`config.mk`:
```
export PLATFORM = sky130hd
export DESIGN_NAME = mul_top
export DESIGN_NICKNAME = d
export VERILOG_FILES = /design/src/common/mul_pkg.sv /design/src/mul_unit/mul_unit.sv /design/src/mul_unit/pipelined_array_multiplier.sv /design/src/rtl/mul_tag_pipe.sv /design/src/rtl/mul_top.sv
export VERILOG_INCLUDE_DIRS = /design/src /design/src/common
export SDC_FILE = /design/constraint.sdc
export NUM_CORES = 2
export LEC_CHECK = 0
export BUFFER_PORTS_ARGS = -buffer_cell sky130_fd_sc_hd__buf_2
export CAP_MARGIN = 40
export CELL_PAD_IN_SITES_DETAIL_PLACEMENT = 2
export CELL_PAD_IN_SITES_GLOBAL_PLACEMENT = 2
export CORE_MARGIN = 3
export CORE_UTILIZATION = 25
export CTS_CLUSTER_DIAMETER = 40
export DETAILED_ROUTE_END_ITERATION = 8
export MAX_ROUTING_LAYER = met4
export PLACE_DENSITY = 0.56
export SYNTH_ARGS = -nofsm -noshare
export SYNTH_HDL_FRONTEND = slang
export SYNTH_HIERARCHICAL = 1
export SYNTH_SLANG_ARGS = --single-unit
```
`constraint.sdc`:
```
create_clock -name clk_i -period 35.2 [get_ports clk_i]
set_input_delay 5.28 -clock clk_i [delete_from_list [all_inputs] [get_ports clk_i]]
set_output_delay 5.28 -clock clk_i [all_outputs]
set_load 0.01 [all_outputs]
```
`src/common/mul_cfg.svh`:
```
// Configuration macros for the multiply unit: operand width, core stage count, tag width
`ifndef MUL_CFG_SVH
`define MUL_CFG_SVH

// --------------------
// Datapath
// --------------------

// Operand and result width of the RV32 datapath
`define MUL_XLEN 32

// Register stages inside the array multiplier core
// The core needs at least two stages to build its valid pipe
`define MUL_CORE_STAGES 4

// --------------------
// Writeback
// --------------------

// Width of the destination register index carried with each operation
`define MUL_TAG_W 5

`endif

```
`src/common/mul_pkg.sv`:
```
// Multiply unit package with the operation enum, data word, tag and product union types
`include "mul_cfg.svh"

package mul_pkg;

    // --------------------
    // Operations
    // --------------------

    // Encoding follows funct3 of the M-extension multiply group
    typedef enum logic [1:0] {
        MUL    = 2'b00,
        MULH   = 2'b01,
        MULHSU = 2'b10,
        MULHU  = 2'b11
    } mul_uop_t;

    // --------------------
    // Data and tags
    // --------------------

    // One register-file word
    typedef logic [`MUL_XLEN - 1:0] data_word_t;

    // Index of the destination register where zero means x0
    typedef logic [`MUL_TAG_W - 1:0] mul_tag_t;

    // Upper and lower words of the double-width product
    typedef struct packed {
        data_word_t hi;
        data_word_t lo;
    } mul_halves_t;

    // The final stage writes the whole product and reads back one half
    typedef union packed {
        logic [2 * `MUL_XLEN - 1:0] full;
        mul_halves_t                halves;
    } mul_product_t;

endpackage : mul_pkg

```
`src/mul_unit/mul_unit.sv`:
```
// RV32 multiply unit with sign conversion, control pipe, array core and half selection
`timescale 1ns/1ps
`include "mul_cfg.svh"

module mul_unit import mul_pkg::*; #(
    parameter int CORE_STAGES = `MUL_CORE_STAGES
) (
    input  logic       clk_i,
    input  logic       rst_n_i,
    input  logic       clk_en_i,
    input  logic       valid_i,
    input  mul_uop_t   op_i,
    input  data_word_t multiplicand_i,
    input  data_word_t multiplier_i,
    output data_word_t product_o,
    output logic       valid_o
);

    localparam int XLEN = $bits(data_word_t);

    // --------------------
    // Sign conversion
    // --------------------

    // rs1 is the multiplicand and rs2 the multiplier
    logic       rs1_signed;
    logic       rs2_signed;
    logic       rs1_neg;
    logic       rs2_neg;
    logic       negate;
    data_word_t rs1_mag;
    data_word_t rs2_mag;

    // Only MULHU treats rs1 as unsigned, and only MUL and MULH treat rs2 as signed
    assign rs1_signed = (op_i != MULHU);
    assign rs2_signed = (op_i == MUL) || (op_i == MULH);

    // An operand counts as negative only when it sits in a signed position
    assign rs1_neg = rs1_signed & multiplicand_i[XLEN - 1];
    assign rs2_neg = rs2_signed & multiplier_i[XLEN - 1];

    // The core is unsigned, so negative operands enter as two's-complement magnitudes
    // The most negative value maps onto itself, which is its correct unsigned magnitude
    assign rs1_mag = rs1_neg ? (~multiplicand_i + 1'b1) : multiplicand_i;
    assign rs2_mag = rs2_neg ? (~multiplier_i + 1'b1) : multiplier_i;

    // The product is negative exactly when one effective sign is set
    assign negate = rs1_neg ^ rs2_neg;

    // --------------------
    // Operand register
    // --------------------

    data_word_t rs1_mag_stg0;
    data_word_t rs2_mag_stg0;
    logic       negate_stg0;
    mul_uop_t   op_stg0;
    logic       valid_stg0;

    always_ff @(posedge clk_i) begin
        if (clk_en_i) begin
            rs1_mag_stg0 <= rs1_mag;
            rs2_mag_stg0 <= rs2_mag;
            negate_stg0  <= negate;
            op_stg0      <= op_i;
        end
    end

    always_ff @(posedge clk_i) begin
        if (!rst_n_i) begin
            valid_stg0 <= 1'b0;
        end else if (clk_en_i) begin
            valid_stg0 <= valid_i;
        end
    end

    // --------------------
    // Control pipe
    // --------------------

    // Both pipes are one entry deeper than the core to cover the last-stage register
    logic [CORE_STAGES:0] negate_pipe;
    mul_uop_t             op_pipe [CORE_STAGES + 1];

    always_ff @(posedge clk_i) begin
        if (clk_en_i) begin
            negate_pipe <= {negate_pipe[CORE_STAGES - 1:0], negate_stg0};
            op_pipe[0]  <= op_stg0;
            for (int i = 1; i <= CORE_STAGES; i++) begin
                op_pipe[i] <= op_pipe[i - 1];
            end
        end
    end

    // --------------------
    // Core multiplier
    // --------------------

    logic [2 * XLEN - 1:0] core_product;
    logic                  core_valid;

    pipelined_array_multiplier #(
        .DATA_WIDTH (XLEN),
        .STAGES     (CORE_STAGES)
    ) u_core (
        .clk_i          (clk_i),
        .rst_n_i        (rst_n_i),
        .clk_en_i       (clk_en_i),
        .multiplicand_i (rs1_mag_stg0),
        .multiplier_i   (rs2_mag_stg0),
        .valid_i        (valid_stg0),
        .product_o      (core_product),
        .valid_o        (core_valid)
    );

    // --------------------
    // Last stage
    // --------------------

    logic [2 * XLEN - 1:0] last_product_q;
    logic                  last_valid_q;
    mul_product_t          result;

    always_ff @(posedge clk_i) begin
        if (clk_en_i) begin
            last_product_q <= core_product;
        end
    end

    always_ff @(posedge clk_i) begin
        if (!rst_n_i) begin
            last_valid_q <= 1'b0;
        end else if (clk_en_i) begin
            last_valid_q <= core_valid;
        end
    end

    // Restore the sign over the full double-width product before picking a half
    always_comb begin
        if (negate_pipe[CORE_STAGES]) begin
            result.full = ~last_product_q + 1'b1;
        end else begin
            result.full = last_product_q;
        end

        // MUL keeps the low word, the three high variants keep the upper word
        if (op_pipe[CORE_STAGES] == MUL) begin
            product_o = result.halves.lo;
        end else begin
            product_o = result.halves.hi;
        end
    end

    assign valid_o = last_valid_q;

endmodule : mul_unit

```
`src/mul_unit/pipelined_array_multiplier.sv`:
```
// Unsigned array multiplier split into register stages, with a valid pipe beside the data
`timescale 1ns/1ps

module pipelined_array_multiplier #(
    parameter int DATA_WIDTH = 32,
    parameter int STAGES     = 4
) (
    input  logic                        clk_i,
    input  logic                        rst_n_i,
    input  logic                        clk_en_i,
    input  logic [DATA_WIDTH - 1:0]     multiplicand_i,
    input  logic [DATA_WIDTH - 1:0]     multiplier_i,
    input  logic                        valid_i,
    output logic [2 * DATA_WIDTH - 1:0] product_o,
    output logic                        valid_o
);

    localparam int PROD_WIDTH = 2 * DATA_WIDTH;

    // Each stage sums this many partial-product rows and the division rounds up to cover all rows
    localparam int ROWS_PER_STAGE = (DATA_WIDTH + STAGES - 1) / STAGES;

    // Registered partial sum of each stage
    // The sum of the last stage is the finished product
    logic [PROD_WIDTH - 1:0] sum_q [STAGES];

    // Operands travel with the sum because later stages still need their rows
    logic [DATA_WIDTH - 1:0] mcand_q [STAGES - 1];
    logic [DATA_WIDTH - 1:0] mplier_q [STAGES - 1];

    // One valid bit per stage
    logic [STAGES - 1:0] valid_q;

    // --------------------
    // Stage array
    // --------------------

    genvar s;
    generate
        for (s = 0; s < STAGES; s++) begin : g_stage
            // Rows handled here are FIRST_ROW up to but not including LAST_ROW
            localparam int FIRST_ROW = s * ROWS_PER_STAGE;
            localparam int LAST_ROW  = ((s + 1) * ROWS_PER_STAGE > DATA_WIDTH) ?
                                       DATA_WIDTH : (s + 1) * ROWS_PER_STAGE;

            logic [DATA_WIDTH - 1:0] mcand;
            logic [DATA_WIDTH - 1:0] mplier;
            logic [PROD_WIDTH - 1:0] sum_in;
            logic [PROD_WIDTH - 1:0] sum_out;

            // The first stage starts from zero and takes the operands straight from the ports
            if (s == 0) begin : g_first
                assign mcand  = multiplicand_i;
                assign mplier = multiplier_i;
                assign sum_in = '0;
            end else begin : g_next
                assign mcand  = mcand_q[s - 1];
                assign mplier = mplier_q[s - 1];
                assign sum_in = sum_q[s - 1];
            end

            // Each set multiplier bit adds the shifted multiplicand as one row
            always_comb begin
                sum_out = sum_in;
                for (int r = FIRST_ROW; r < LAST_ROW; r++) begin
                    if (mplier[r]) begin
                        sum_out = sum_out + (PROD_WIDTH'(mcand) << r);
                    end
                end
            end

            always_ff @(posedge clk_i) begin
                if (clk_en_i) begin
                    sum_q[s] <= sum_out;
                end
            end

            // The last stage has no successor, so its operands are not kept
            if (s < STAGES - 1) begin : g_fwd
                always_ff @(posedge clk_i) begin
                    if (clk_en_i) begin
                        mcand_q[s]  <= mcand;
                        mplier_q[s] <= mplier;
                    end
                end
            end
        end
    endgenerate

    // --------------------
    // Valid pipe
    // --------------------

    // The valid bits advance one stage on every enabled edge
    always_ff @(posedge clk_i) begin
        if (!rst_n_i) begin
            valid_q <= '0;
        end else if (clk_en_i) begin
            valid_q <= {valid_q[STAGES - 2:0], valid_i};
        end
    end

    assign product_o = sum_q[STAGES - 1];
    assign valid_o   = valid_q[STAGES - 1];

endmodule : pipelined_array_multiplier

```
`src/rtl/mul_tag_pipe.sv`:
```
// Destination tag delay line matched to the multiply unit latency
`timescale 1ns/1ps
`include "mul_cfg.svh"

module mul_tag_pipe import mul_pkg::*; (
    input  logic     clk_i,
    input  logic     rst_n_i,
    input  logic     clk_en_i,
    input  logic     valid_i,
    input  mul_tag_t rd_tag_i,
    output mul_tag_t rd_tag_o
);

    // Operand register, core stages and last-stage register
    localparam int DEPTH = `MUL_CORE_STAGES + 2;

    // --------------------
    // Tag shift register
    // --------------------

    mul_tag_t tag_q [DEPTH];

    // An idle slot carries tag zero, which points at x0 and so writes nothing
    // Slots only move on enabled edges so the tags stay aligned with the product
    always_ff @(posedge clk_i) begin
        if (!rst_n_i) begin
            for (int i = 0; i < DEPTH; i++) begin
                tag_q[i] <= '0;
            end
        end else if (clk_en_i) begin
            tag_q[0] <= valid_i ? rd_tag_i : '0;
            for (int i = 1; i < DEPTH; i++) begin
                tag_q[i] <= tag_q[i - 1];
            end
        end
    end

    // The oldest slot leaves together with the matching result
    assign rd_tag_o = tag_q[DEPTH - 1];

endmodule : mul_tag_pipe

```
`src/rtl/mul_top.sv`:
```
// Multiply unit top level joining the datapath and the destination tag pipe
`timescale 1ns/1ps
`include "mul_cfg.svh"

module mul_top import mul_pkg::*; (
    input  logic       clk_i,
    input  logic       rst_n_i,
    input  logic       clk_en_i,
    input  logic       valid_i,
    input  mul_uop_t   op_i,
    input  data_word_t multiplicand_i,
    input  data_word_t multiplier_i,
    input  mul_tag_t   rd_tag_i,
    output data_word_t product_o,
    output mul_tag_t   rd_tag_o,
    output logic       valid_o
);

    // --------------------
    // Datapath
    // --------------------

    // Core depth must match the depth that the tag pipe is built for
    mul_unit #(
        .CORE_STAGES (`MUL_CORE_STAGES)
    ) u_mul_unit (
        .clk_i          (clk_i),
        .rst_n_i        (rst_n_i),
        .clk_en_i       (clk_en_i),
        .valid_i        (valid_i),
        .op_i           (op_i),
        .multiplicand_i (multiplicand_i),
        .multiplier_i   (multiplier_i),
        .product_o      (product_o),
        .valid_o        (valid_o)
    );

    // --------------------
    // Tag pipe
    // --------------------

    mul_tag_pipe u_mul_tag_pipe (
        .clk_i    (clk_i),
        .rst_n_i  (rst_n_i),
        .clk_en_i (clk_en_i),
        .valid_i  (valid_i),
        .rd_tag_i (rd_tag_i),
        .rd_tag_o (rd_tag_o)
    );

endmodule : mul_top

```
==> qor.yml <==
run_status:
  status: "completed"
clock_tree:
  ctsHoldBuffers: 0
  cts_setup_buffers: 0
  cts_sinks: 534
  cts_buffer_depth: 4
  cts.clk_slew.worst_paths_ns: 0.05
  tritoncts: "yes"
  clock_latency_ns: 0.85
  htree_levels: 4
  root_buffer: "clkbuf_16"
  cts_made_buffers: 137
  cts.repair.resized: 0
timing:
  min_period_over_period_pct: 51.1
  clock_skew_ns: 0.0913
  fmax_mhz: 55.6
  setup_tns_ns: 0
  setup_violations: 0
  period_needed_ns: 17.99
  hold_viol: 0
  relSlewSlack_pct: 29.5
  tightest_slew_ns: 1.06
  worst_slack_ns: 17.21
  rsz0062_at_grt: "false"
  maxSlewViolCount: 0
detailed_routing:
  post_drt_wl_per_cell_um: 24.7
  vias_per_cell: 5.46
  wl_met2_mm: 188
  drt-met1-wl_mm: 158
  vias: 80000
  drt_wl_total_mm: 362
  top_layer: "met4"
  wl_met3_mm: 6.20
  drt_iter0_drc: 3377
  dr.pass1.iters: 7
  ant_nets: 0
  drcViolationCount: 0
floorplanning:
  row_count: 209
  die-area_um2: 334000
  io_pins: 113
  core_area_um2: 325000
  die_x_um: 578
  start_util_pct: 25.2
  die_y_um: 578
flow_run:
  drv_cap: 0
synthesis:
  synthesis.area_um2: 81700
  ys.flop_type: "edfxtp_1"
  yosysSeqAreaShare_pct: 19.6
  synth.avg_cell_area_um2: 8.07
  synth-edff-count: 528
  ys_types: 112
  yosys_warnings: 6
  synth_cells: 10100
  ys_seq_elements: 534
  synth_async_sr_flop_share_pct: 0
  synth_nets: 11300
worst_setup_path:
  reg2regPathDepth: 71
  end_kind: "flop"
  rr_endpoint: "u_mul_unit/u_core/sum_q[3][62]$_DFFE_PP_"
  cp_data_arrival_time_ns: 18.54
  crit_top_cell: "a21oi_1"
  cpPeakStageDelay_ns: 0.78
  path_class: "reg -> reg"
  r2r-start: "u_mul_unit/u_core/mcand_q[0][65]$_DFFE_PP_"
  required_ns: 35.76
  startpoint_type: "flop"
  r2r_setup_slack_ns: 17.21
  worst-path-max-fanout: 10
  slowest_stage: "o31ai_1"
  cp-endpoint: "u_mul_unit/u_core/sum_q[3][62]$_DFFE_PP_"
  crit_path_start: "u_mul_unit/u_core/mcand_q[0][65]$_DFFE_PP_"
placed_design:
  placed_cell_area_um2: 88300
  routabilityCongestion: 0.868
  dp_hpwl_mm: 296
  io_buffers: 112
  place_ws_ns: 17.21
grt:
  grt-ovfl-total: 0
  grtUsageTotal_pct: 21.7
  grt_max_degree: 131
  grt_pass1_vias: 86800
  antenna_found_initial: 9
  grt_pass1_wl_mm: 551
cells_and_area:
  seq_area_um2: 16000
  final_cell_mix: "ha_1, a21oi_1, nand2_1"
  finalInstanceArea_um2: 92800
  finalCoreUtilization_pct: 28.6
  nFillCells: 37300
  multi_input_area_um2: 63100
  fin_nets: 11300
  area_growth_syn_to_layout_pct: 13.6
  drive_gt1_share_pct: 9.05
  layout_commonest_cell: "ha_1"
hold_path:
  min_path_type: "reg -> reg"
==> cell usage after synthesis, drive strengths merged (31+ instances only) <==
master,number,area (um^2)
a211o,48,420
a211oi,158,1200
a21boi,33,248
a21o,447,3360
a21oi,966,4840
a22oi,34,255
a31oi,136,857
and2,93,582
and3,139,870
and4,37,324
buf,51,204
clkbuf,262,987
edfxtp,528,15900
fa,31,621
ha,1018,12700
inv,376,1410
mux2,295,3320
mux2i,99,991
nand2,907,3410
nand2b,173,1080
nand3,209,1050
nand4,113,719
nor2,777,2920
nor2b,112,701
nor3,184,931
nor4,50,355
o211ai,96,721
o21a,209,1570
o21ai,710,3550
o21bai,102,766
o221ai,40,350
o31a,31,272
o31ai,126,961
o41ai,33,334
or2,62,388
or3,89,557
xnor2,487,4270
xor2,346,3030
==> sequential cells by signal (all words and copies together) (netlist names), 2 cells and up <==
| name | cells |
|---|---|
| u_mul_tag_pipe/tag_q | 30 |
| u_mul_unit/last_product_q | 64 |
| u_mul_unit/negate_pipe | 5 |
| u_mul_unit/op_pipe | 10 |
| u_mul_unit/op_stg0 | 2 |
| u_mul_unit/rs1_mag_stg0 | 32 |
| u_mul_unit/rs2_mag_stg0 | 32 |
| u_mul_unit/u_core/mcand_q | 96 |
| u_mul_unit/u_core/mplier_q | 48 |
| u_mul_unit/u_core/sum_q | 208 |
| u_mul_unit/u_core/valid_q | 4 |
==> stage by stage <==
| stage | cells | hold WS, ns |
|---|---|---|
| 6_report | 14600 | 0.352 |
| 5_1_grt | 14600 | 0.348 |
| 4_1_cts | 14600 | 0.344 |
| 3_5_place_dp | 14400 | 0.406 |
| 3_3_place_gp | 14400 | 0.401 |
| 2_1_floorplan | 10100 | 0.400 |
==> metal layers <==
| layer | global-route usage (%) | vias to the layer above |
|---|---|---|
| met3 | 1.50 | 381 |
| met4 | 5.74 | 0 |
| met2 | 39.7 | 763 |
| met1 | 25.6 | 40400 |
| met5 | - | - |
| li1 | - | 38400 |
==> worst min path at each step <==
stage                                                   to  slack [ns]  depth (start not counted)                                startpoint
6_report           u_mul_unit/u_core/sum_q[1][4]$_DFFE_PP_        0.35                          0   u_mul_unit/u_core/sum_q[0][4]$_DFFE_PP_
5_1_grt            u_mul_unit/u_core/sum_q[1][4]$_DFFE_PP_        0.35                          0   u_mul_unit/u_core/sum_q[0][4]$_DFFE_PP_
4_1_cts            u_mul_unit/u_core/sum_q[1][4]$_DFFE_PP_        0.34                          0   u_mul_unit/u_core/sum_q[0][4]$_DFFE_PP_
3_5_place_dp       u_mul_unit/last_product_q[17]$_DFFE_PP_        0.41                          0  u_mul_unit/u_core/sum_q[3][17]$_DFFE_PP_
3_3_place_gp   u_mul_unit/u_core/mplier_q[0][17]$_DFFE_PP_        0.40                          0     u_mul_unit/rs2_mag_stg0[17]$_DFFE_PP_
2_1_floorplan       u_mul_unit/last_product_q[0]$_DFFE_PP_        0.40                          0   u_mul_unit/u_core/sum_q[3][0]$_DFFE_PP_
==> layout make-up <==
cell class                      instances  share of cell area, %
Multi-Input combinational cell       8892                   68.0
Inverter                              388                   1.57
Clock inverter                         89                   1.02
Timing Repair Buffer                  262                   2.53
Sequential cell                       534                   17.2
Clock buffer                          154                   3.81
Antenna cell                            3                0.00809
Tap cell                             4325                   5.83
==> critical path, delay by kind of cell (launching register included) <==
family / cells / cell delay (ns)
compound gates: 32 / 8.69
simple gates: 17 / 2.75
fa+ha+maj: 8 / 3.09
mux: 3 / 0.82
buf+inv: 4 / 0.71
xor+xnor: 7 / 0.94
flops: 1 / 0.72
==> logic make-up (layout without fill, tap and decap cells) <==
| group | count (synthesis) | after routing | synth area share [%] |
|---|---|---|---|
| adders and majority gates | 1049 | 1049 | 16.4 |
| and+or+nand+nor | 3045 | 3045 | 18.0 |
| xor gates and xnor gates | 833 | 833 | 8.93 |
| other | 0 | 3 | 0 |
| DFF | 534 | 534 | 19.6 |
| AOI/OAI and AO/OA | 3571 | 3571 | 28.7 |
| muxes | 394 | 394 | 5.28 |
| buffers and inverters | 701 | 893 | 3.24 |
Power is not shown: default switching activity piles up to over one toggle a cycle in this logic, so the estimate is an artifact.
